<file path="src/source/RvPkg.sv">
package RvPkg;

    // ------------------------------
    // Sizes
    // ------------------------------
    localparam int DataWidth    = 32;
    localparam int PcWidth      = 32;
    localparam int RegAddrWidth = 5;
    localparam int RegCount     = 32;

    // Memory depths in words
    localparam int InstMemWords   = 256;
    localparam int DataMemWords   = 256;
    localparam int InstIndexWidth = $clog2(InstMemWords);
    localparam int DataIndexWidth = $clog2(DataMemWords);

    // Memory-mapped I/O, byte addresses
    localparam logic [DataWidth-1:0] LedAddr    = 32'h0000_0200;
    localparam logic [DataWidth-1:0] SwitchAddr = 32'h0000_0204;

    // ------------------------------
    // Encodings
    // ------------------------------
    // Major opcodes of the supported subset
    typedef enum logic [6:0] {
        OpReg    = 7'b0110011,
        OpImm    = 7'b0010011,
        OpLui    = 7'b0110111,
        OpLoad   = 7'b0000011,
        OpStore  = 7'b0100011,
        OpBranch = 7'b1100011,
        OpJal    = 7'b1101111
    } OpcodeE;

    typedef enum logic [2:0] {
        AluAdd,
        AluSub,
        AluAnd,
        AluOr,
        AluXor,
        AluPassB
    } AluOpE;

    // ------------------------------
    // Stage registers and buses
    // ------------------------------
    typedef struct packed {
        logic                 valid;
        logic [PcWidth-1:0]   pc;
        logic [31:0]          instr;
    } FetchToDecodeT;

    typedef struct packed {
        logic                    valid;
        logic [PcWidth-1:0]      pc;
        AluOpE                   aluOp;
        logic [DataWidth-1:0]    operandA;
        logic [DataWidth-1:0]    operandB;
        logic [DataWidth-1:0]    storeData;
        logic [RegAddrWidth-1:0] rd;
        logic                    regWrite;
        logic                    isLoad;
        logic                    isStore;
        logic                    isBranch;
        logic                    isJump;
        logic                    branchNotEqual;
        logic [PcWidth-1:0]      branchOffset;
    } DecodeToExecT;

    typedef struct packed {
        logic [DataWidth-1:0] addr;
        logic [DataWidth-1:0] wrData;
        logic                 wrEn;
        logic                 rdEn;
    } DataBusT;

    typedef struct packed {
        logic                    en;
        logic [RegAddrWidth-1:0] rd;
        logic [DataWidth-1:0]    data;
    } WritebackT;

endpackage

</file>
<file path="src/source/RegisterFile.sv">
`timescale 1ns/10ps

module RegisterFile import RvPkg::*; (
    input  logic                    Clock,
    input  logic                    rst,
    input  logic [RegAddrWidth-1:0] readAddrA,
    input  logic [RegAddrWidth-1:0] readAddrB,
    output logic [DataWidth-1:0]    readDataA,
    output logic [DataWidth-1:0]    readDataB,
    input  WritebackT               writeback
);

    logic [DataWidth-1:0] regs [RegCount];

    // Asynchronous read ports
    assign readDataA = regs[readAddrA];
    assign readDataB = regs[readAddrB];

    // Single write port, x0 stays zero
    always_ff @(posedge Clock) begin
        if (rst) begin
            for (int i = 0; i < RegCount; i++) begin
                regs[i] <= '0;
            end
        end else if (writeback.en && writeback.rd != '0) begin
            regs[writeback.rd] <= writeback.data;
        end
    end

endmodule

</file>
<file path="config.mk">
export PLATFORM = sky130hd
export DESIGN_NAME = RegisterFile
export DESIGN_NICKNAME = d
export VERILOG_FILES = /design/src/source/RvPkg.sv /design/src/source/RegisterFile.sv
export SDC_FILE = /design/constraint.sdc
export NUM_CORES = 2
export LEC_CHECK = 0
export ABC_CLOCK_PERIOD_IN_PS = 4050
export BUFFER_PORTS_ARGS = -buffer_cell sky130_fd_sc_hd__buf_2
export CAP_MARGIN = 5
export CORE_MARGIN = 5
export CORE_UTILIZATION = 60
export CTS_CLUSTER_SIZE = 40
export DETAILED_ROUTE_END_ITERATION = 8
export PLACE_DENSITY = 0.77
export SETUP_SLACK_MARGIN = 0.02
export SYNTH_ARGS = -nofsm -noshare
export SYNTH_HDL_FRONTEND = slang
export SYNTH_SLANG_ARGS = --single-unit
</file>
<file path="constraint.sdc">
create_clock -name Clock -period 4.05 [get_ports Clock]
set_clock_uncertainty 0.1 [all_clocks]
set_input_delay 1.0125 -clock Clock [delete_from_list [all_inputs] [get_ports Clock]]
set_output_delay 1.0125 -clock Clock [all_outputs]
set_load 0.03 [all_outputs]
</file>
Yosys cells after proc, flatten, opt, wreduce, memory -nomap -nowiden
Memory sizes are Yosys's and may differ from the RTL's.
Cells that the tools add are included.
W data, S select, Z words.
- memories: 1
- latch bits: 0
- logic and storage cells: 12
- RAM bits: 1024
- ROM bits: 0
- flip-flop bits (word level): 0
- memory list (memory ; depth ; bits a word ; rd ports ; clocked after memory_dff ; write ports ; RTL line ; RTL):
    regs ; 32 ; 32 ; 2 ; 0 ; 32 ; RegisterFile.sv:13 ; logic [DataWidth-1:0] regs [RegCount];
- multiply operators: 0
- shift-type cells: 0
- reductions and logical operators: 3
- equality and inequality tests: 0
- muxes and demuxes: 8
- add/subtract/negate cells: 0
- magnitude comparators: 0
- bitwise operators: 0
- divide/modulo/power cells: 0
- operator list (cell ; count):
    $mux W32 ; 1
    $reduce_or A32 Y1 ; 1
    $mux W1 ; 6
    $mux W5 ; 1
    $reduce_bool A5 Y1 ; 1
    $logic_and A1 B1 Y1 ; 1

Longest topological paths before layout
- depth in word-level cells: 7
- depth in mapped cells: 8
- mapped depth without buffers: 5

Least setup slack after synthesis
OpenSTA, ideal clock, no wires.
- kind: input to output
- start: input port readAddrA[1]
- end: output port readDataA[25]
- stages: 8
- buffers on the path: 4
- path slack: 0.586 ns
- arrival: 2.351 ns
- data required time: 2.938 ns
- path through: buf_2 > buf_4 > buf_4 > buf_6 > mux2i_1 > a22oi_1 > a31oi_1 > nand3_1
- cells in the longest elaborated chain, start to end: 1
- RTL lines (what ; RTL line ; RTL):
    start: declaration ; RegisterFile.sv:6 ; input logic [RegAddrWidth-1:0] readAddrA,
    $mem_v2 Z32 W32 ; - ;
    end: declaration ; RegisterFile.sv:8 ; output logic [DataWidth-1:0] readDataA,
No other way between the ends.

Final worst setup path
- start: input port readAddrB[0]
- end: output port readDataB[5]
- cells in the longest elaborated chain, start to end: 1
- RTL lines (what ; RTL line ; RTL):
    start: declaration ; RegisterFile.sv:7 ; input logic [RegAddrWidth-1:0] readAddrB,
    $mem_v2 Z32 W32 ; - ;
    end: declaration ; RegisterFile.sv:9 ; output logic [DataWidth-1:0] readDataB,
No other way between the ends.

==> summary.txt <==
Critical path
  – Critical path's top delay family: buffers and inverters
  – CP dominant cell by count: buf_2
  – CP cell instances: buf_2 > nor2b_4 > buf_12 > buf_16 > a22o_1 > nor3_1 > buf_4 > a31oi_1 > nand3_1 > buf_2
  – CP required: 2.94 ns
  – CP bufs+invs: 5
  – Setup CP Type: in -> out
  – Critical path arrival: just under 3 ns
  – Startpoint Class: primary input
  – End of the critical path: readDataB[5]
  – CP Depth: 10
  – CP max stage cell: nor3_1
  – CP peak stage delay: 0.39 ns
  – Worst Path Max Fanout: 25
  – Crit end category: output pin
  – Crit path from: readAddrB[0]

Job
  – Max cap viols: 0

Power
  – Sw power: 6630 uW
  – Internal power: 18,800 uW
  – Logic pwr share: between 10% and 20%
  – Flop pwr share: between 40% and 50%
  – P_leak: about 0.025 uW
  – Total power: 25,400 uW
  – Net Sw Frac: 26.1%
  – VDD IR max: 0.000391 V
  – PwrDens: 406 mW/mm^2
  – Clock network fraction of total power: 37.6%

CTS
  – Clock Sinks: between 1,000 and 1,500
  – Root Driver: clkbuf_16
  – Clk slew on worst S/H paths: 0.07 ns
  – H-tree levels: 3
  – Clk buf depth: 3
  – CTS tree: done
  – Post-CTS resize count: 0
  – Setup Buffers After CTS: 0
  – CTS Hold Bufs: 0
  – CTS Buf Count: 106

Yosys
  – Synth Area in XOR/XNOR: 0%
  – Synth Instances: 4,605
  – Area contributors post-synth: edfxtp_1, mux2i_1, and2_1
  – Largest family of logic cells by synthesized area: multiplexers
  – Top post-synthesis cells by count: edfxtp_1, mux2i_1, and2_1
  – Yosys top cell by area: edfxtp_1
  – Synth top area share: 55.0%
  – Post-synthesis compound-gate area fraction: 7.02%
  – Post-synthesis cell type count: 29
  – Post-synthesis cell area: between 0.05 and 0.06 sq mm
  – Seq/Total Area, Yosys: 55.0%
  – Number of synthesized flops with an enable pin: between 1,000 and 1,500
  – Synth Flop Type: edfxtp_1
  – Post-synthesis mux area share: 18.3%
  – FF+latch count, synth: between 1,000 and 1,500
  – Avg Cell Area, Syn: 12.1 sq um
  – Fraction of registers with async set/reset: 0%
  – Synth warn: 0
  – Synth Area in Adders: 0%
  – Post-Synth Simple-Gate Area: 15.7%

Timing
  – Minimum clock period: 4.05 ns
  – Slew Limit Headroom: 44.2%
  – Setup violators final: 1
  – Fin Setup TNS: -0.000495 ns
  – Max Slew Vio Count: 0
  – Worst-margin pin slew: approximately 0.84 ns
  – Worst hold slack: 0.809 ns
  – Period utilization: 100%
  – Final Worst Setup Slack: -0.000495 ns
  – Final Hold Vio Count: 0
  – Fmax: 0.247 GHz
  – RSZ-0062 raised after global routing: false

Global route
  – GRT Util Overall: 36.5%
  – Antenna violations before repair: 20
  – First-pass GRT wire length: approximately 270,000 microns
  – Vias in the first global route: 40,300
  – Overflow after GRT: 0
  – Pin count of the biggest net entering global routing: 56

Die
  – Rows: 112
  – Initial Utilization: 60.2%
  – IO Pins: 114
  – Die area: between 0.09 and 0.1 sq mm
  – Die Y: 315 microns
  – Die width: 315 microns
  – Core area: 0.0929 sq mm

Status
  – Status: complete, but fails checks
  – Violated checks: setup timing

Finish
  – Fin cells: about 6,000
  – Max reg flops: ~1,000
  – Layout cells sized above 1: around an eighth
  – Area Overhead vs Synth: 12.0%
  – Reg with most FFs: regs
  – Fin util: roughly two thirds
  – Biggest registers after layout: regs: 1024 flops
  – Nets: 4,727

Placement
  – GP Congestion: 0.904
  – Post-DP HPWL: 110,000 microns
  – # port buffers: 113
  – Placed insts: 5,823

Worst hold path
  – Hold depth: 2
  – Hold Crit Class: in -> reg

Route
  – Drt drc: 0
  – DR vias/cell: approximately 6.7
  – Vias: 40,600
  – WL/cell: between 30 and 40 microns
  – Final wirelength: 185,000 microns
  – DR iter-0 viols: 5,481
  – ANT nets after route: 0
  – Initial DRT Pass Iterations: 6
## metrics by stage
| stage | setup slack (ns) | area (sq um) |
|---|---|---|
| 2_1_floorplan | 0.586 | 56000 |
| 3_5_place_dp | 0.0608 | 59200 |
| 6_report | -0.000495 | 62600 |
| 4_1_cts | 0.0546 | 62600 |
| 5_1_grt | 0.0217 | 62600 |
| 3_3_place_gp | 0.0481 | 59200 |
## per-layer routing
metal	track usage [%]	part of all wire, %	wire (microns)	vias to the layer above
met5	0	0.010	19	-
met4	20.4	6.2	11500	4
met3	9.14	13	23600	695
met2	56.1	45	83000	2989
met1	47.6	36	66900	19900
li1	-	-	-	17000
## final cells by class
type | instances | area (sq um)
clock buffers | 129 | 2760
diodes | 13 | 32.5
flip-flops and latches | 1024 | 30700
fillers | 6599 | 30300
well taps | 1254 | 1570
repair buffers | 379 | 3640
clock inverters | 65 | 563
multi-input cells | 3166 | 23300
## cells in the final DEF, fill, tap and decap left out, types with 4 or more instances in the layout
cell,count
nor3_1,63
bufinv_16,9
buf_12,83
buf_2,111
buf_4,181
clkinv_2,18
and2_1,992
edfxtp_1,1024
conb_1,32
clkbuf_1,22
diode_2,13
nor2b_4,4
mux2i_1,1024
a22oi_1,192
nor2_4,30
nand2b_2,4
or2_2,33
nand3_1,193
a21oi_1,192
nand2_1,194
clkbuf_16,107
clkinv_1,29
a22o_1,128
inv_6,4
a31oi_1,63
## power groups by stage
| stage | combinational (uW) | clock (uW) | sequential, uW |
|---|---|---|---|
| after global placement | 3180 | 0 | 12700 |
| final | 3320 | 9560 | 12600 |
| after detailed placement | 3230 | 0 | 12800 |
| after floorplan | 2010 | 0 | 12700 |
| after CTS | 3240 | 9560 | 12600 |
| after global routing | 3440 | 10000 | 12600 |
## cell families after synthesis
| family | after synthesis |
|---|---|
| other | 1 |
| buffers and inverters | 446 |
| AO/OA/AOI/OAI | 576 |
| AND/OR/NAND/NOR | 1534 |
| multiplexers | 1024 |
| flip-flops | 1024 |
## how the worst min path moves through the flow
stage / end / slack [ns] / from
after global routing: regs[0][12]$_SDFFCE_PN0P_ / 0.79 / rst
after floorplan: regs[1][31]$_SDFFCE_PN0P_ / 1.11 / writeback[31]
after global placement: regs[0][9]$_SDFFCE_PN0P_ / 1.48 / rst
final: regs[0][9]$_SDFFCE_PN0P_ / 0.81 / rst
after CTS: regs[0][9]$_SDFFCE_PN0P_ / 0.76 / rst
after detailed placement: regs[0][9]$_SDFFCE_PN0P_ / 1.48 / rst
No activity file was read; power rests on OpenSTA's default activity.
