### config.mk
export PLATFORM = sky130hd
export DESIGN_NAME = ExecuteStage
export DESIGN_NICKNAME = d
export VERILOG_FILES = /design/src/source/RvPkg.sv /design/src/source/ExecuteStage.sv
export SDC_FILE = /design/constraint.sdc
export NUM_CORES = 1
export LEC_CHECK = 0
export BUFFER_PORTS_ARGS = -buffer_cell sky130_fd_sc_hd__buf_4
export CAP_MARGIN = 10
export CELL_PAD_IN_SITES_DETAIL_PLACEMENT = 0
export CELL_PAD_IN_SITES_GLOBAL_PLACEMENT = 2
export CORE_UTILIZATION = 29
export DETAILED_ROUTE_END_ITERATION = 8
export PLACE_DENSITY = 0.95
export SYNTH_ARGS = -nofsm -noshare
export SYNTH_HDL_FRONTEND = slang
export SYNTH_SLANG_ARGS = --single-unit
export TNS_END_PERCENT = 50
### constraint.sdc
create_clock -name vclk -period 8.1
set_input_delay 0.81 -clock vclk [all_inputs]
set_output_delay 0.81 -clock vclk [all_outputs]
set_load 0.03 [all_outputs]
### src/source/RvPkg.sv
package RvPkg;

    // ------------------------------
    // Sizes
    // ------------------------------
    localparam int DataWidth    = 32;
    localparam int PcWidth      = 32;
    localparam int RegAddrWidth = 5;
    localparam int RegCount     = 32;

    // Memory depths in words
    localparam int InstMemWords   = 256;
    localparam int DataMemWords   = 256;
    localparam int InstIndexWidth = $clog2(InstMemWords);
    localparam int DataIndexWidth = $clog2(DataMemWords);

    // Memory-mapped I/O, byte addresses
    localparam logic [DataWidth-1:0] LedAddr    = 32'h0000_0200;
    localparam logic [DataWidth-1:0] SwitchAddr = 32'h0000_0204;

    // ------------------------------
    // Encodings
    // ------------------------------
    // Major opcodes of the supported subset
    typedef enum logic [6:0] {
        OpReg    = 7'b0110011,
        OpImm    = 7'b0010011,
        OpLui    = 7'b0110111,
        OpLoad   = 7'b0000011,
        OpStore  = 7'b0100011,
        OpBranch = 7'b1100011,
        OpJal    = 7'b1101111
    } OpcodeE;

    typedef enum logic [2:0] {
        AluAdd,
        AluSub,
        AluAnd,
        AluOr,
        AluXor,
        AluPassB
    } AluOpE;

    // ------------------------------
    // Stage registers and buses
    // ------------------------------
    typedef struct packed {
        logic                 valid;
        logic [PcWidth-1:0]   pc;
        logic [31:0]          instr;
    } FetchToDecodeT;

    typedef struct packed {
        logic                    valid;
        logic [PcWidth-1:0]      pc;
        AluOpE                   aluOp;
        logic [DataWidth-1:0]    operandA;
        logic [DataWidth-1:0]    operandB;
        logic [DataWidth-1:0]    storeData;
        logic [RegAddrWidth-1:0] rd;
        logic                    regWrite;
        logic                    isLoad;
        logic                    isStore;
        logic                    isBranch;
        logic                    isJump;
        logic                    branchNotEqual;
        logic [PcWidth-1:0]      branchOffset;
    } DecodeToExecT;

    typedef struct packed {
        logic [DataWidth-1:0] addr;
        logic [DataWidth-1:0] wrData;
        logic                 wrEn;
        logic                 rdEn;
    } DataBusT;

    typedef struct packed {
        logic                    en;
        logic [RegAddrWidth-1:0] rd;
        logic [DataWidth-1:0]    data;
    } WritebackT;

endpackage

### src/source/ExecuteStage.sv
`timescale 1ns/10ps

module ExecuteStage import RvPkg::*; (
    input  DecodeToExecT         decodeIn,
    output DataBusT              dataBus,
    input  logic [DataWidth-1:0] rdData,
    output WritebackT            writeback,
    output logic                 redirect,
    output logic [PcWidth-1:0]   redirectPc
);

    logic [DataWidth-1:0] aluResult;
    logic                 operandsEqual;
    logic                 branchTaken;
    logic [PcWidth-1:0]   linkAddr;

    // ------------------------------
    // ALU
    // ------------------------------
    always_comb begin
        case (decodeIn.aluOp)
            AluAdd:   aluResult = decodeIn.operandA + decodeIn.operandB;
            AluSub:   aluResult = decodeIn.operandA - decodeIn.operandB;
            AluAnd:   aluResult = decodeIn.operandA & decodeIn.operandB;
            AluOr:    aluResult = decodeIn.operandA | decodeIn.operandB;
            AluXor:   aluResult = decodeIn.operandA ^ decodeIn.operandB;
            AluPassB: aluResult = decodeIn.operandB;
            default:  aluResult = '0;
        endcase
    end

    // ------------------------------
    // Branch and jump
    // ------------------------------
    // For branches operandB carries rs2
    assign operandsEqual = decodeIn.operandA == decodeIn.operandB;
    assign branchTaken   = decodeIn.isBranch && (operandsEqual != decodeIn.branchNotEqual);

    // Only a live instruction may steer fetch
    assign redirect   = decodeIn.valid && (branchTaken || decodeIn.isJump);
    assign redirectPc = decodeIn.pc + decodeIn.branchOffset;
    assign linkAddr   = decodeIn.pc + 32'd4;

    // ------------------------------
    // Data bus request
    // ------------------------------
    always_comb begin
        dataBus.addr   = aluResult;
        dataBus.wrData = decodeIn.storeData;
        dataBus.wrEn   = decodeIn.valid && decodeIn.isStore;
        dataBus.rdEn   = decodeIn.valid && decodeIn.isLoad;
    end

    // ------------------------------
    // Writeback
    // ------------------------------
    // Load data comes back in this same cycle
    always_comb begin
        writeback.en = decodeIn.valid && decodeIn.regWrite;
        writeback.rd = decodeIn.rd;
        if (decodeIn.isJump) begin
            writeback.data = linkAddr;
        end else if (decodeIn.isLoad) begin
            writeback.data = rdData;
        end else begin
            writeback.data = aluResult;
        end
    end

endmodule

Word level (Yosys, flattened, before mapping)
Index checks and enable logic that the tools add are counted.
{"block": "word_totals", "reg_bits": 0, "elab_cells": 24}
{"block": "op_classes", "eq_ne": 7, "n_reduce_logical": 7, "bitwise_logic": 3, "n_mux": 3, "n_addsub": 4}
{"op": "one-hot mux 32 bit (6 select lines)", "count": 1}
{"op": "adder 32 bit", "count": 2}
{"op": "two-way mux 32 bit", "count": 2}
{"op": "adder 32 x 3 -> 32 bit, second input constant", "count": 1}
{"op": "bitwise AND 32 bit", "count": 1}
{"op": "== test 32 bit", "count": 1}
{"op": "bitwise OR 32 bit", "count": 1}
{"op": "subtractor 32 bit", "count": 1}
{"op": "XOR 32 bit", "count": 1}
{"op": "== test 3 x 2 -> 1 bit, second input constant", "count": 2}
{"op": "== test 3 bit, second input constant", "count": 2}
{"op": "logical AND 1 bit", "count": 5}
{"op": "== test 3 x 1 -> 1 bit, second input constant", "count": 1}
{"op": "logical NOT 3 bit", "count": 1}
{"op": "logical OR 1 bit", "count": 1}
{"op": "!= test 1 bit", "count": 1}

Depth between registers and ports, before layout
{"block": "depth", "depth_word": 5, "ltp_mapped": 13}

Worst setup path after synthesis
No wires, ideal clock.
{"block": "synth_timing", "path_type": "input port to output port", "startpoint": "input port decodeIn[76] (netlist name)", "endpoint": "output port writeback[9] (netlist name)", "t_required_ps": 7290, "t_arrival_ps": 4121, "cell_stages": 10, "n_path_buf": 0, "slack_ps": 3169, "cell_sequence": "inv_1 > ha_1 > a211oi_2 > nor4_2 > o21ai_0 > and2_1 > a21oi_1 > o311ai_0 > mux2i_1 > o21ai_0"}
{"item": "start, declared", "line": "ExecuteStage.sv:4", "rtl": "input DecodeToExecT decodeIn,"}
{"item": "end, declared", "line": "ExecuteStage.sv:7", "rtl": "output WritebackT writeback,"}

==> flow_summary.json <==
{
  "synth_seq_area_share_pct": 0,
  "worst-path-max-fanout": 14,
  "area_of_the_mapped_netlist_mm2": 0.00900,
  "power.density_mw_per_mm2": 91.6,
  "ioPinCount": 344,
  "criticalPathCategory": "input pin to output pin",
  "yosys-top-cells-area": "ha_1, a21oi_1, nor2_1",
  "dp.final_hpwl_um": 33100,
  "setup_viol": 0,
  "finalMaxSlewViolations": 0,
  "global_route_wire_length_before_repair_um": 59300,
  "hold_viol_final": 0,
  "register_area_um2": 0,
  "timing.max_slew.rel_slack_pct": 14.2,
  "place_congestion": 0.936,
  "startpoint": "decodeIn[87]",
  "finalWorstPathRequiredPeriod_ns": 4.78,
  "yosysWarnings": 0,
  "diodes": 0,
  "postCtsSetupRepairBufs": 0,
  "die_height_um": 178,
  "initial_antenna_violation_count": 1,
  "seq_cell_count": 0,
  "wire_per_inst_um": 20.6,
  "syn_area_per_cell_um2": 6.57,
  "detailedRoute.firstIterationViolations": 758,
  "worst_slew_pin_slew_ns": 1.29,
  "port_buffers": 270,
  "clkbuf_count": 0,
  "crit_required_ns": 7.29,
  "final_routed_drc_violation_total": 0,
  "worst_hold_path_type": "input pin to output pin",
  "drt_first_pass_iters": 5,
  "post_cts_hold_buffer_count": 0,
  "count_of_nets_left_with_antenna_violations_after_detail_routing": 0,
  "worst_path_max_delay_cell": "ha_1",
  "outcome": "finished, final reports clean",
  "achievable-frequency_ghz": 0.209,
  "irDropWorstVdd_mv": 0.0577,
  "globalRoute.totalOverflow": 0,
  "route.detailed.vias_per_inst": 5.59,
  "critPathArrivalTime_ns": 3.97,
  "floorplan.rows": 64,
  "worst_path_largest_cell_delay_ns": 0.61,
  "via_count_of_the_first_global_routing_pass": 10419,
  "layout_worst_path_cycle_share_pct": 59.0,
  "totalWireLength_um": 39900,
  "post_cts_resize_count": 0,
  "total_negative_slack_for_setup_checks_ns": 0,
  "initial_core_utilization_pct": 29.4,
  "synth.lib_cells_used.distinct": 95,
  "crit_path_end_kind": "output pin",
  "setup_repair_after_global_routing_missed_its_margin": "false",
  "die_width_um": 178,
  "post-route-util_pct": 35.9,
  "count_of_vias_placed_by_the_detailed_router": 10811,
  "core_area_mm2": 0.0306,
  "maxCapViolCount": 0,
  "leakage_uw": 0.00511,
  "filler_instances": 3447,
  "synth.top_cell.area_share_pct": 18.9,
  "layout-drive-gt1-share_pct": 21.2,
  "fp.dieArea_mm2": 0.0317,
  "grt_max_degree": 82,
  "finish.net_count": 1887,
  "yosys.area.top_type": "ha_1",
  "worst_setup_path_start_kind": "input pin",
  "worstPathCellList": "buf_4 > inv_1 > ha_1 > inv_1 > a21oi_1 > o21a_1 > nor2b_1 > a311oi_1 > o31ai_1 > xnor2_1 > o22ai_2 > o221a_2 > buf_4",
  "synthesis.instances": 1370,
  "gr-usage-all-layers_pct": 24.0,
  "area_growth_syn_to_layout_pct": 22.1,
  "critical_path.endpoint": "writeback[23]",
  "syn-num-nets": 1716
}
-- worst min-delay path by stage --
stage / start / to / slack [ns] / depth (start not counted)
floorplan: decodeIn[51] / dataBus[10] / 1.75 / 1
global placement: decodeIn[54] / dataBus[13] / 1.62 / 0
detailed placement: decodeIn[54] / dataBus[13] / 1.62 / 0
CTS: decodeIn[54] / dataBus[13] / 1.62 / 0
global route: decodeIn[62] / dataBus[21] / 1.62 / 0
finish: decodeIn[51] / dataBus[10] / 1.62 / 0
-- per-stage QoR --
| step | power [uW] | cell area (um2) | cells | hold slack (ns) | setup slack, ns |
|---|---|---|---|---|---|
| final | 1010 | 11000 | 1935 | 1.62 | 3.32 |
| after floorplan | 671 | 9000 | 1370 | 1.75 | 3.17 |
| after detailed placement | 997 | 11000 | 1935 | 1.62 | 3.39 |
| after global placement | 997 | 11000 | 1935 | 1.62 | 3.41 |
| after global routing | 1080 | 11000 | 1935 | 1.62 | 3.15 |
| after CTS | 1000 | 11000 | 1935 | 1.62 | 3.36 |
-- placed cells by master, fill, tap and decap left out, drive strengths merged, types with 10 or more instances in the layout --
cell type and n:
nor3 35, o22ai 17, nor2 143, o21a 19, xnor2 44, nand2 104, a31oi 25, nor4 10
o31ai 17, nand3 40, a211oi 24, nor2b 18, a21o 32, ha 136, buf 277, a21oi 137
nand2b 17, mux2i 19, a22oi 11, and3 14, o21bai 19, a221oi 11, and2 12, o211ai 25
inv 118, xor2 17, o21ai 84, nand4 15
-- cell usage after synthesis, types with 5 or more instances --
library cell / instances
a21oi_1: 133
a21o_1: 32
mux2i_1: 19
o21a_1: 19
nor4_1: 8
inv_1: 114
nor2b_1: 17
or2_2: 5
nand4_1: 15
buf_4: 39
clkbuf_1: 40
o21ai_0: 74
buf_1: 6
and3_1: 14
nand2b_1: 16
buf_2: 21
nand3b_1: 5
a211oi_1: 22
o221a_1: 5
nand3_1: 40
and2_1: 12
or3_1: 5
nor2_1: 142
a22oi_1: 11
nor3_1: 34
a221oi_1: 8
ha_1: 136
xor2_1: 17
nand2_1: 104
a221o_1: 7
o31a_1: 5
xnor2_1: 44
o22ai_1: 14
a31oi_1: 22
o31ai_1: 17
o21bai_1: 19
o211ai_1: 24
o21ai_1: 8
-- layout make-up --
type | count | area (um2) | share of cell area, %
well taps | 396 | 495 | 4.51
repair buffers | 277 | 2080 | 18.9
inverters | 119 | 447 | 4.07
multi-input cells | 1143 | 7970 | 72.5
-- critical path, delay by kind of cell --
kind	cells	cell delay, ns
xor gates and xnor gates	1	0.19
AOI/OAI and AO/OA	6	1.66
buffers and inverters	4	0.48
adders and majority gates	1	0.61
and+or+nand+nor	1	0.20
-- metal layers --
| layer | track usage [%] | vias up | part of all wire, % |
|---|---|---|---|
| li1 | - | 5270 | - |
| met1 | 29.8 | 5115 | 43 |
| met3 | 4.88 | 59 | 7.5 |
| met4 | 4.52 | 2 | 2.2 |
| met2 | 42.5 | 365 | 48 |
| met5 | 0 | - | 0.028 |
-- cells by family (layout without fill, tap and decap cells) --
family                   count (synthesis)  count (layout)  synth area share, %
AO/OA/AOI/OAI                          487             487                 37.2
AND/OR/NAND/NOR                        432             432                 22.9
buffers and inverters                  227             396                 11.6
adder cells (fa/ha/maj)                139             139                 19.6
XOR/XNOR                                61              61                 5.94
multiplexers                            24              24                 2.91
-- report_power, final --
part / internal [uW] / switching (uW)
Clock: 0 / 0
Combinational: 376 / 630
Sequential: 0 / 0
Total: 376 / 630
Note: power is estimated with default switching activity, not from simulation.
