[src/source/RvPkg.sv]
package RvPkg;

    // ------------------------------
    // Sizes
    // ------------------------------
    localparam int DataWidth    = 32;
    localparam int PcWidth      = 32;
    localparam int RegAddrWidth = 5;
    localparam int RegCount     = 32;

    // Memory depths in words
    localparam int InstMemWords   = 256;
    localparam int DataMemWords   = 256;
    localparam int InstIndexWidth = $clog2(InstMemWords);
    localparam int DataIndexWidth = $clog2(DataMemWords);

    // Memory-mapped I/O, byte addresses
    localparam logic [DataWidth-1:0] LedAddr    = 32'h0000_0200;
    localparam logic [DataWidth-1:0] SwitchAddr = 32'h0000_0204;

    // ------------------------------
    // Encodings
    // ------------------------------
    // Major opcodes of the supported subset
    typedef enum logic [6:0] {
        OpReg    = 7'b0110011,
        OpImm    = 7'b0010011,
        OpLui    = 7'b0110111,
        OpLoad   = 7'b0000011,
        OpStore  = 7'b0100011,
        OpBranch = 7'b1100011,
        OpJal    = 7'b1101111
    } OpcodeE;

    typedef enum logic [2:0] {
        AluAdd,
        AluSub,
        AluAnd,
        AluOr,
        AluXor,
        AluPassB
    } AluOpE;

    // ------------------------------
    // Stage registers and buses
    // ------------------------------
    typedef struct packed {
        logic                 valid;
        logic [PcWidth-1:0]   pc;
        logic [31:0]          instr;
    } FetchToDecodeT;

    typedef struct packed {
        logic                    valid;
        logic [PcWidth-1:0]      pc;
        AluOpE                   aluOp;
        logic [DataWidth-1:0]    operandA;
        logic [DataWidth-1:0]    operandB;
        logic [DataWidth-1:0]    storeData;
        logic [RegAddrWidth-1:0] rd;
        logic                    regWrite;
        logic                    isLoad;
        logic                    isStore;
        logic                    isBranch;
        logic                    isJump;
        logic                    branchNotEqual;
        logic [PcWidth-1:0]      branchOffset;
    } DecodeToExecT;

    typedef struct packed {
        logic [DataWidth-1:0] addr;
        logic [DataWidth-1:0] wrData;
        logic                 wrEn;
        logic                 rdEn;
    } DataBusT;

    typedef struct packed {
        logic                    en;
        logic [RegAddrWidth-1:0] rd;
        logic [DataWidth-1:0]    data;
    } WritebackT;

endpackage

[src/source/DecodeStage.sv]
`timescale 1ns/10ps

module DecodeStage import RvPkg::*; (
    input  logic                    Clock,
    input  logic                    rst,
    input  FetchToDecodeT           fetchIn,
    input  logic                    redirect,
    output logic [RegAddrWidth-1:0] readAddrA,
    output logic [RegAddrWidth-1:0] readAddrB,
    input  logic [DataWidth-1:0]    readDataA,
    input  logic [DataWidth-1:0]    readDataB,
    input  WritebackT               writeback,
    output DecodeToExecT            decodeOut
);

    logic [31:0]             instr;
    OpcodeE                  opcode;
    logic [2:0]              funct3;
    AluOpE                   functAlu;
    logic [DataWidth-1:0]    immI, immS, immB, immU, immJ;
    logic [DataWidth-1:0]    imm;
    logic                    useImm;
    logic                    forwardA, forwardB;
    logic [DataWidth-1:0]    srcA, srcB;
    DecodeToExecT            decodeNext;

    // ------------------------------
    // Field split
    // ------------------------------
    assign instr     = fetchIn.instr;
    assign opcode    = OpcodeE'(instr[6:0]);
    assign funct3    = instr[14:12];
    assign readAddrA = instr[19:15];
    assign readAddrB = instr[24:20];

    // Immediates, all sign-extended except U
    assign immI = {{20{instr[31]}}, instr[31:20]};
    assign immS = {{20{instr[31]}}, instr[31:25], instr[11:7]};
    assign immB = {{19{instr[31]}}, instr[31], instr[7], instr[30:25], instr[11:8], 1'b0};
    assign immU = {instr[31:12], 12'b0};
    assign immJ = {{11{instr[31]}}, instr[31], instr[19:12], instr[20], instr[30:21], 1'b0};

    // ------------------------------
    // Forwarding from execute
    // ------------------------------
    assign forwardA = writeback.en && writeback.rd != '0 && writeback.rd == readAddrA;
    assign forwardB = writeback.en && writeback.rd != '0 && writeback.rd == readAddrB;
    assign srcA     = forwardA ? writeback.data : readDataA;
    assign srcB     = forwardB ? writeback.data : readDataB;

    // funct3 to ALU op, bit 30 picks SUB for register ops only
    always_comb begin
        case (funct3)
            3'b111:  functAlu = AluAnd;
            3'b110:  functAlu = AluOr;
            3'b100:  functAlu = AluXor;
            default: functAlu = (opcode == OpReg && instr[30]) ? AluSub : AluAdd;
        endcase
    end

    // ------------------------------
    // Control decode
    // ------------------------------
    always_comb begin
        decodeNext                = '0;
        decodeNext.valid          = fetchIn.valid;
        decodeNext.pc             = fetchIn.pc;
        decodeNext.aluOp          = AluAdd;
        decodeNext.rd             = instr[11:7];
        decodeNext.branchNotEqual = funct3[0];
        decodeNext.branchOffset   = (opcode == OpJal) ? immJ : immB;
        useImm                    = 1'b0;
        imm                       = immI;
        case (opcode)
            OpReg: begin
                decodeNext.regWrite = 1'b1;
                decodeNext.aluOp    = functAlu;
            end
            OpImm: begin
                decodeNext.regWrite = 1'b1;
                decodeNext.aluOp    = functAlu;
                useImm              = 1'b1;
            end
            OpLui: begin
                decodeNext.regWrite = 1'b1;
                decodeNext.aluOp    = AluPassB;
                useImm              = 1'b1;
                imm                 = immU;
            end
            // Address is rs1 plus offset
            OpLoad: begin
                decodeNext.regWrite = 1'b1;
                decodeNext.isLoad   = 1'b1;
                useImm              = 1'b1;
            end
            OpStore: begin
                decodeNext.isStore = 1'b1;
                useImm             = 1'b1;
                imm                = immS;
            end
            // Compare rs1 against rs2
            OpBranch: decodeNext.isBranch = 1'b1;
            // Link register gets pc plus 4 in execute
            OpJal: begin
                decodeNext.regWrite = 1'b1;
                decodeNext.isJump   = 1'b1;
            end
            // Anything else runs as a bubble
            default: decodeNext.valid = 1'b0;
        endcase
        decodeNext.operandA  = srcA;
        decodeNext.operandB  = useImm ? imm : srcB;
        decodeNext.storeData = srcB;
    end

    // ------------------------------
    // Decode-to-execute register
    // ------------------------------
    always_ff @(posedge Clock) begin
        decodeOut <= decodeNext;
        // Squash on reset or a taken branch in execute
        if (rst || redirect) begin
            decodeOut.valid <= 1'b0;
        end
    end

endmodule

[config.mk]
export PLATFORM = sky130hd
export DESIGN_NAME = DecodeStage
export DESIGN_NICKNAME = d
export VERILOG_FILES = /design/src/source/RvPkg.sv /design/src/source/DecodeStage.sv
export SDC_FILE = /design/constraint.sdc
export NUM_CORES = 1
export LEC_CHECK = 0
export BUFFER_PORTS_ARGS = -buffer_cell sky130_fd_sc_hd__clkbuf_2
export CAP_MARGIN = 20
export CORE_MARGIN = 10
export CORE_UTILIZATION = 35
export DETAILED_ROUTE_END_ITERATION = 8
export GPL_TIMING_DRIVEN = 0
export PLACE_DENSITY = 0.74
export SETUP_SLACK_MARGIN = 0.1
export SLEW_MARGIN = 20
export SYNTH_ARGS = -nofsm -noshare
export SYNTH_HDL_FRONTEND = slang
export SYNTH_SLANG_ARGS = --single-unit
[constraint.sdc]
create_clock -name Clock -period 3.59 [get_ports Clock]
set_input_delay 0.718 -clock Clock [delete_from_list [all_inputs] [get_ports Clock]]
set_output_delay 0.718 -clock Clock [all_outputs]
set_load 0.005 [all_outputs]
### After elaboration in Yosys (flattened, before gate mapping)

Cells that the tools add are included.

| operators by class | value |
|---|---|
| equal/unequal tests | 12 |
| multiplexer cells | 14 |
| bitwise logic cells | 1 |
| reductions and logical operators | 11 |

Operators with widths:

| cell | count |
|---|---|
| 32-bit two-way mux | 3 |
| 31-bit one-hot mux with 2 select lines | 1 |
| 7-bit by 6-bit equality test with 1-bit output (second input constant) | 3 |
| 20-bit two-way mux | 1 |
| 7-bit equality test (second input constant) | 2 |
| 5-bit equality test | 2 |
| 3-bit equality test (second input constant) | 3 |
| 3-bit one-hot mux with 3 select lines | 1 |
| 7-bit by 2-bit equality test with 1-bit output (second input constant) | 1 |
| 7-bit by 5-bit equality test with 1-bit output (second input constant) | 1 |
| 1-bit two-way mux | 7 |
| 7-bit OR reduction | 1 |
| 3-bit one-hot mux with 2 select lines | 1 |
| 5-bit nonzero test | 1 |
| 5-bit OR reduction | 1 |
| 1-bit logical AND | 4 |
| 2-bit OR reduction | 2 |
| 4-bit OR reduction | 1 |
| 1-bit logical OR | 1 |
| 1-bit NOT | 1 |

| word-level totals | value |
|---|---|
| register bits | 164 |
| input port bits | 170 |
| output and inout bits | 185 |

### Longest topological paths before layout

Gate-level depths: netlist (run 1).

| depth | value |
|---|---|
| word-level depth | 5 |
| gate-level depth with buffers | 7 |

### Worst setup path before layout (run 1)

Ideal clock, no wire load.

| timing | value |
|---|---|
| path kind | input port to flip-flop |
| from | input port writeback[33] (netlist name) |
| to | register decodeOut[51] (netlist name) |
| arrival | 2063 ps |
| slack | 1405 ps |
| stages on the path | 5 |
| cell sequence | or4_4 -> o211ai_4 -> nor2_2 -> buf_6 -> mux2_4 |

RTL lines:

| what | line | RTL |
|---|---|---|
| from (decl) | DecodeStage.sv:12 | `input WritebackT writeback,` |
| to (signal assigned) | DecodeStage.sv:120 | `decodeOut <= decodeNext;` |
| to (decl) | DecodeStage.sv:13 | `output DecodeToExecT decodeOut` |

==> results of run 1 <==
kinds of logic after synthesis:
kind of cell              Yosys count  synth area share (%)
muxes                              64                  14.0
and+or+nand+nor                   112                  10.2
DFF                               163                  56.8
buffers and inverters              69                  6.51
AOI/OAI and AO/OA                  90                  10.9
other                               1                0.0653
xor gates and xnor gates           10                  1.52
layout make-up:
cell class              count  area, µm²
well taps                 216        270
fillers                  1463       7620
clock buffers              18        439
flip-flops and latches    163       3260
inverters                  11       41.3
plain buffers              58        333
multi-input cells         277       2110
clock inverters            14        164
repair buffers            351       1760
worst max-delay path by stage:
stage	cells after the start	endpoint	slack, ns	from
2_1_floorplan	5	decodeOut[51]	1.41	writeback[33]
3_3_place_gp	6	decodeOut[118]	0.71	fetchIn[18]
3_5_place_dp	6	decodeOut[118]	0.64	fetchIn[18]
4_1_cts	6	decodeOut[118]	1.11	fetchIn[18]
5_1_grt	6	decodeOut[124]	1.03	fetchIn[18]
6_report	6	decodeOut[118]	1.10	fetchIn[17]
metal layers:
layer	global-route usage [%]	vias up	wire, µm
li1	-	2555	-
met2	36.4	274	12000
met3	8.43	31	2250
met1	20.9	2477	8660
met4	7.04	0	517
met5	0	-	0
synth_stat cells (all sizes together):
cell type	n	area [µm²]
dfxtp	163	3260
mux2	63	796
buf	38	258
nand2	31	116
o211ai	29	231
nand3	27	135
nand4	27	169
a21oi	23	115
clkbuf	20	75.1
o21ai	18	90.1
inv	11	41.3
nor2	11	43.8
xnor2	8	70.1
a31oi	6	37.5
a311oi	5	43.8
o221a	5	56.3
nor4	3	25.0
or3	3	18.8
and4	2	17.5
or4	2	18.8
xor2	2	17.5
a2111oi	1	27.5
a211oi	1	7.51
a21boi	1	7.51
and2	1	6.26
and3	1	6.26
conb	1	3.75
mux2i	1	10.0
nand2b	1	6.26
nor3	1	5.00
nor4bb	1	10.0
o211a	1	10.0
or2	1	6.26
power breakdown:
group          switching (µW)  internal, µW  leakage (µW)  total [µW]
Clock                     795          1070      0.000298        1860
Combinational             260           245       0.00240         505
Sequential               29.7          1920       0.00137        1950
Total                    1080          3230       0.00407        4320
per-stage QoR:
stage	utilization (%)	cells
after floorplan	-	509
after global placement	48.6	1076
after detailed placement	48.6	1076
after CTS	52.4	1108
after global routing	52.4	1108
final	52.4	1108
==> run metrics, run 1 <==
CP Launch Type primary input; Largest regs decodeOut: 163 flops; cell breakdown of the critical path clkbuf_2 > xnor2_1 > nand3_1 > nor4_2 > buf_2 > mux2_2; Worst-path clk slew 0.06 ns; critical path peak fanout 10; Remaining Overflow, GRT 0; Tot Pwr 4320 µW; pwr dens 515 nW/µm²; DRT Pass-1 Iters 4; critical path's slowest cell nor4_2; CTS root buffer clkbuf_16; RSZ-0062 raised after global routing false; synthesized net count 679; Synth cell types 43; FMAX 0.401 GHz; max FFs per register 163; via count 5337; Core Region 16000 µm²; Rel. slew slack 37.4%; Avg Vias per Cell 4.82; Die Y 148 µm; CTS tree built; clock buffer depth 2; final instance area 8380 µm²; Final Hold Viols 0; Pleak 0.00407 µW; Worst EP required 3.90 ns; Final GP Congestion 0.865; # hold bufs at CTS 0; H-tree Lvls 4; delay of the slowest critical-path stage 0.81 ns; num rows 46; VDD IR-drop max 0.297 mV; setup bufs post-CTS 0; Netlist Area Pre-Place 5750 µm²; Area Growth Syn to Fin 45.9%; drt total wl 23400 µm; most frequent cells in the layout clkbuf_2, dfxtp_1, mux2_2; min Tclk post-route 2.49 ns; Area after DPL 7780 µm²; cts bufs inserted 17; clk sinks 163; syn avg cell area 11.3 µm²; Seq/Total Area, Yosys 56.8%; largest net degree at the start of global routing 17; drt wl/cell 21.1 µm; Place WS 0.643 ns; Nets 1049; drt drc 0; post-route antenna net violation count 0; setup TNS 0 ns; slack of the critical path 1.10 ns; Hold EP decodeOut[152]; 1st-iter DRT viols 262; max-cap violation count 0; CP Class primary input to flop; Mapped Cells 509; CTS-repair resized insts 0; min-delay src fetchIn[42]; Crit path max-delay family simple AND/OR/NAND/NOR gates; first-pass GRT wire length 34100 µm; worst hold slack 0.394 ns; setup violators final 0; Tcrit/Tclk final 69.4%; antenna violations before repair 0; status completed; Bufs and invs on worst path 2; DPL Wire Length 19000 µm; total track usage 20.4%; worst slew pin tran 0.931 ns; share of post-route cells with drive strength above 1 54.8%; die width 148 µm; Buffers on Ports 351; area of the die 21900 µm²; Synth Warn # 0; Max Slew Vio Count 0; Setup crit end kind flop; diodes inserted 0; Hold WC Path Type primary input to flop; hold path depth 1; data arrival time of the worst path 2.80 ns; vias in the first global route 5689; most common cell after layout, fill and taps aside clkbuf_2; Largest Register decodeOut; synthesized flop and latch total 163; Starting Density 35.9%; I/O Pins 355
No activity file was read; power rests on OpenSTA's default activity.
==> run 2, diff against run 1 <==
--- a/config.mk
+++ b/config.mk
@@ -5,13 +5,14 @@
 export SDC_FILE = /design/constraint.sdc
 export NUM_CORES = 1
 export LEC_CHECK = 0
+export ABC_AREA = 1
 export BUFFER_PORTS_ARGS = -buffer_cell sky130_fd_sc_hd__clkbuf_2
 export CAP_MARGIN = 20
 export CORE_MARGIN = 10
 export CORE_UTILIZATION = 35
 export DETAILED_ROUTE_END_ITERATION = 8
 export GPL_TIMING_DRIVEN = 0
-export PLACE_DENSITY = 0.74
+export PLACE_DENSITY = 0.76
 export SETUP_SLACK_MARGIN = 0.1
 export SLEW_MARGIN = 20
 export SYNTH_ARGS = -nofsm -noshare
==> constraint.sdc (replaced) <==
create_clock -name Clock -period 2.1 [get_ports Clock]
set_input_delay 0.42 -clock Clock [delete_from_list [all_inputs] [get_ports Clock]]
set_output_delay 0.42 -clock Clock [all_outputs]
set_load 0.005 [all_outputs]
==> run 2 against run 1 <==
  * Flip-flop and latch count unchanged
  * Design area increased by 3.2%
  * Sequential share of layout area is 1.2 points lower
  * Synthesized cell count grew 34%
  * Combinational power grew 64%
  * Largest cell class unchanged
  * Global-route usage shrank 1.5 points
  * Power grew 70%
  * Die area up 3.9%
  * Critical path depth is 4 lower
==> run metrics, run 2 <==
status completed; drt wl/cell 17.5 µm (-17%); cell breakdown of the critical path buf_4 > clkbuf_2; clock share of power 43.2% (about the same); ranking of synthesized cells by area dfxtp_1, nand2_1, inv_1; critical path's slowest cell dfxtp_1; Setup crit end kind primary output; Remaining Overflow, GRT 0 (unchanged); syn avg cell area 8.78 µm² (-22%); Mapped Cells 684 (+34%); Core Region 16700 µm² (+4.4%); Largest regs decodeOut: 163 flops; Synth cell types 28 (-35%); CTS root buffer clkbuf_16; sequential power share 45.5% (+0.4 points); Final Hold Viols 0 (unchanged); VDD IR-drop max 0.495 mV (+67%); top cell type's share of synthesized area 54.4% (-2.4 points); CTS tree built; setup violators final 0 (unchanged); clock buffer depth 2 (unchanged); most common cell after layout, fill and taps aside clkbuf_2; drt total wl 22600 µm (-3.6%); num rows 47 (+2.2%); post-route antenna net violation count 0 (unchanged); combinational power share 11.3% (-0.4 points); DRT Pass-1 Iters 5 (+1); diodes inserted 0 (unchanged); H-tree Lvls 4 (unchanged); CP Launch Type flop; cell internal pwr 5390 µW (+67%); top-count cell post-synth dfxtp_1; synthesized net count 854 (+26%); via count 5637 (+5.6%); antenna violations before repair 0 (unchanged); total track usage 18.9% (-1.5 points); Worst EP required 1.68 ns (-2.22 ns); Post-synth top cells dfxtp_1, nand2_1, inv_1; critical path peak fanout 12 (+2); Tcrit/Tclk final 78.6%; Nets 1226 (+17%); synthesized flop and latch total 163 (unchanged); data arrival time of the worst path 1.23 ns (-1.57 ns); Synth Warn # 0 (unchanged); Netlist Area Pre-Place 6000 µm² (+4.5%); I/O Pins 355 (unchanged); delay of the slowest critical-path stage 0.54 ns (-0.27 ns); DPL Wire Length 19200 µm (+1.1%); drt drc 0 (unchanged); Die Y 151 µm (+1.9%); CTS-repair resized insts 0 (unchanged); Area Growth Syn to Fin 44.1%; Buffers on Ports 353 (+0.57%); share of post-route cells with drive strength above 1 45.7% (-9.1 points); worst slew pin tran 0.501 ns (-0.430 ns); RSZ-0062 raised after global routing false; asr flop ratio synth 0% (unchanged); Switching Fraction 26.5% (+1.3 points); FMAX 0.606 GHz; min Tclk post-route 1.65 ns; Max Slew Vio Count 0 (unchanged); Bufs and invs on worst path 2 (unchanged); Setup crit start decodeOut[20]; Worst-path clk slew 0.07 ns (about the same); Starting Density 35.9% (+0.037 points); most frequent cells in the layout clkbuf_2, dfxtp_1, nand2_1; largest net degree at the start of global routing 19 (+2); Largest Register decodeOut; max FFs per register 163 (unchanged); vias in the first global route 5746 (+1.0%); Crit path max-delay family flip-flops; cell taking the most area after synthesis dfxtp_1; setup TNS 0 ns (unchanged); Hold WC Path Type primary input to flop; 1st-iter DRT viols 218 (-17%); Seq/Total Area, Yosys 54.4% (-2.4 points); Rel. slew slack 66.6% (+29 points); die width 151 µm (+1.9%); Tot Pwr 7330 µW (+70%); Final GP Congestion 0.834 (-3.6%); Avg Vias per Cell 4.37 (-9.2%); setup bufs post-CTS 0 (unchanged); cts bufs inserted 17 (unchanged); Sw Pwr 1940 µW (+79%); Pleak 0.00484 µW (+19%); area of the die 22800 µm² (+3.9%); pwr dens 848 nW/µm² (+65%); first-pass GRT wire length 32600 µm (-4.4%); CP Class flop to primary output; max-cap violation count 0 (unchanged); min-delay src fetchIn[43]; Post-synth top flop dfxtp_1; # hold bufs at CTS 0 (unchanged); EDFF count, synth 0 (unchanged); clk sinks 163 (unchanged)
run 2: cell type report:
type,count,area (µm²)
buffer,50,408
clock buffer,17,425
clock inverter,15,180
fill,1639,8050
inverter,98,368
multi-input combinational,373,1960
sequential,163,3260
tap,220,275
timing repair buffer,353,1770
run 2: final timing paths:
| kind | endpoint | cells past startpoint |
|---|---|---|
| max | decodeOut[24] | 2 |
| min | decodeOut[153] | 1 |
run 2: layer usage:
metal | share of wire [%] | global-route usage, %
met4 | 0.97 | 4.28
met2 | 51 | 33.6
met3 | 10 | 7.49
met5 | 0 | 0
met1 | 38 | 20.7
run 2: stage by stage:
step	setup WS [ns]	std cells	cell area [µm²]	hold slack (ns)	utilization [%]
floorplan	0.715	684	6000	0.448	-
global placement	0.188	1257	8050	0.522	48.2
detailed placement	0.160	1257	8050	0.524	48.2
CTS	0.419	1289	8650	0.0775	51.8
global route	0.339	1289	8650	0.0690	51.8
finish	0.450	1289	8650	0.0902	51.8
run 2: cell families (layout without fill, tap and decap cells):
logic type,count (synthesis),count (layout),synth area share (%)
compound gates,74,74,8.27
xor+xnor,6,6,0.875
buf+inv,148,533,12.9
flops,163,163,54.4
other cells,1,1,0.0625
simple gates,292,292,23.5
run 2: power groups by stage:
stage / Clock (µW) / Sequential [µW] / Combinational, µW
detailed placement: 0 / 3410 / 844
global route: 3370 / 3350 / 925
finish: 3170 / 3330 / 828
CTS: 3240 / 3340 / 847
global placement: 0 / 3400 / 835
floorplan: 0 / 3430 / 315
==> run 3, diff against run 2 <==
--- a/config.mk
+++ b/config.mk
@@ -5,14 +5,14 @@
 export SDC_FILE = /design/constraint.sdc
 export NUM_CORES = 1
 export LEC_CHECK = 0
-export ABC_AREA = 1
+export ABC_AREA = 0
 export BUFFER_PORTS_ARGS = -buffer_cell sky130_fd_sc_hd__clkbuf_2
 export CAP_MARGIN = 20
 export CORE_MARGIN = 10
 export CORE_UTILIZATION = 35
 export DETAILED_ROUTE_END_ITERATION = 8
 export GPL_TIMING_DRIVEN = 0
-export PLACE_DENSITY = 0.76
+export PLACE_DENSITY = 0.74
 export SETUP_SLACK_MARGIN = 0.1
 export SLEW_MARGIN = 20
 export SYNTH_ARGS = -nofsm -noshare
==> constraint.sdc (replaced) <==
create_clock -name Clock -period 1.6 [get_ports Clock]
set_input_delay 0.32 -clock Clock [delete_from_list [all_inputs] [get_ports Clock]]
set_output_delay 0.32 -clock Clock [all_outputs]
set_load 0.005 [all_outputs]
==> run 3 against run 2 <==
  * The run now ends with negative setup slack left
  * Flip-flop and latch count is the same
  * Largest power group unchanged
  * Design area grew 7.2%
  * Largest cell class unchanged
  * Critical endpoint is now decodeOut[58]
  * Clock power grew 27%
==> run metrics, run 3 (synthesized netlist as in run 1, its figures left out) <==
Final GP Congestion 0.811 (-2.7%); Remaining Overflow, GRT 0 (unchanged); CP Class primary input to flop; pwr dens 1050 nW/µm² (+24%); share of post-route cells with drive strength above 1 57.7% (+12 points); largest net degree at the start of global routing 19 (unchanged); Final Hold Viols 0 (unchanged); 1st-iter DRT viols 223 (+2.3%); max FFs per register 163 (unchanged); Largest regs decodeOut: 163 flops; Largest Register decodeOut; Area after DPL 7850 µm² (-2.5%); Final Non-Filler Cells 1159 (-10%); Nets 1100 (-10%); Max Slew Vio Count 0 (unchanged); CP Launch Type primary input; Worst EP required 1.91 ns (+0.23 ns); setup violators final 12 (+12); drt wl/cell 21.5 µm (+23%); status finished with violations; num rows 46 (-2.1%); hold path depth 1 (unchanged); data arrival time of the worst path 1.93 ns (+0.70 ns); DRT Pass-1 Iters 5 (unchanged); H-tree Lvls 4 (unchanged); RSZ-0062 raised after global routing true; post-route antenna net violation count 0 (unchanged); max-cap violation count 0 (unchanged); register area 3270 µm² (+0.11%); Rel. slew slack 65.2% (-1.3 points); I/O Pins 355 (unchanged); drt drc 0 (unchanged); drt total wl 25000 µm (+11%); slack of the critical path -0.0164 ns (-0.467 ns); Area Growth Syn to Fin 61.5%; Fillers 1383 (-16%); Tcrit/Tclk final 101%; first-pass GRT wire length 35600 µm (+9.2%); clock buffer depth 2 (unchanged); via count 5617 (-0.35%); die width 148 µm (-1.9%); DPL Wire Length 19100 µm (-0.80%); area of the die 21900 µm² (-3.7%); min Tclk post-route 1.62 ns; VDD IR-drop max 0.683 mV (+38%); Pleak 0.00452 µW (-6.7%); CTS tree built; CTS root buffer clkbuf_16; worst slew pin tran 0.521 ns (+0.0199 ns); most common cell after layout, fill and taps aside clkbuf_2; Setup crit end kind flop; CP Depth 7 (+5); failing checks negative setup slack; Hold WC Path Type primary input to flop; Worst-path clk slew 0.07 ns (about the same); Bufs and invs on worst path 3 (+1); Place WS -1.03 ns (-1.19 ns); diodes inserted 0 (unchanged); clk sinks 163 (unchanged); critical path's slowest cell or4_4; area of the multi-input gates 2310 µm² (+17%); DP Cell Count 1076 (-14%); most frequent cells in the layout clkbuf_2, dfxtp_1, mux2_4; Starting Density 35.9% (-0.037 points); cell breakdown of the critical path buf_8 > or4_4 > o211ai_4 > buf_12 > nor2_4 > clkbuf_16 > mux2_4; final instance area 9280 µm² (+7.2%); critical path peak fanout 7 (-5); delay of the slowest critical-path stage 0.57 ns (+0.03 ns); Avg Vias per Cell 4.85 (+11%); Buffers on Ports 351 (-0.57%); Die Y 148 µm (-1.9%); Core Region 16000 µm² (-4.2%); total track usage 21.2% (+2.3 points); antenna violations before repair 1 (+1); cts bufs inserted 17 (unchanged); Crit path max-delay family simple AND/OR/NAND/NOR gates; vias in the first global route 5989 (+4.2%); FMAX 0.619 GHz
==> run 3: repair_timing <==
action | 4_1_cts | 5_1_grt
resized for setup | 32 | 65
endpoints found under the hold margin | 30 | 0
cloned | 2 | 2
pin swaps | 7 | 6
endpoints found under the setup margin | 105 | 97
hold buffers | 30 | 0
setup buffers | 13 | 5
==> run 3: per-stage QoR <==
step | total power (µW) | hold WS (ns) | utilization [%] | setup TNS (ns)
2_1_floorplan | 4910 | 0.348 | - | -7.24
3_3_place_gp | 5590 | 0.423 | 49.0 | -67.92
3_5_place_dp | 5620 | 0.424 | 49.0 | -69.63
4_1_cts | 9740 | 0.00624 | 56.2 | -0.782
5_1_grt | 10100 | 0.00520 | 58.0 | -0.387
6_report | 9730 | 0.0182 | 58.0 | -0.119
==> run 3: path summary, 6_finish.rpt <==
kind,slack [ns],endpoint,startpoint
max,-0.02,decodeOut[58],writeback[36]
min,0.02,decodeOut[164],fetchIn[54]
==> run 3: area by class of cell <==
class	instances	share of cell area [%]
clock buffer	17	4.59
sequential	163	35.2
clock inverter	15	1.78
inverter	11	0.445
timing repair buffer	402	25.1
tap	216	2.91
multi-input combinational	277	24.9
buffer	58	5.07
==> run 3: metal layers <==
| layer | track usage (%) | vias to the layer above | share of wire, % |
|---|---|---|---|
| met2 | 37.8 | 285 | 51 |
| met5 | 0 | - | 0 |
| met1 | 22.3 | 2651 | 37 |
| met4 | 6.24 | 0 | 1.9 |
| li1 | - | 2650 | - |
| met3 | 8.65 | 31 | 9.6 |
==> run 3: power by group <==
| group | leakage, µW | total, µW | internal, µW | switching, µW |
|---|---|---|---|---|
| clock network | 0.000286 | 4020 | 2100 | 1920 |
| registers | 0.00137 | 4370 | 4300 | 71.6 |
| logic | 0.00286 | 1340 | 703 | 638 |
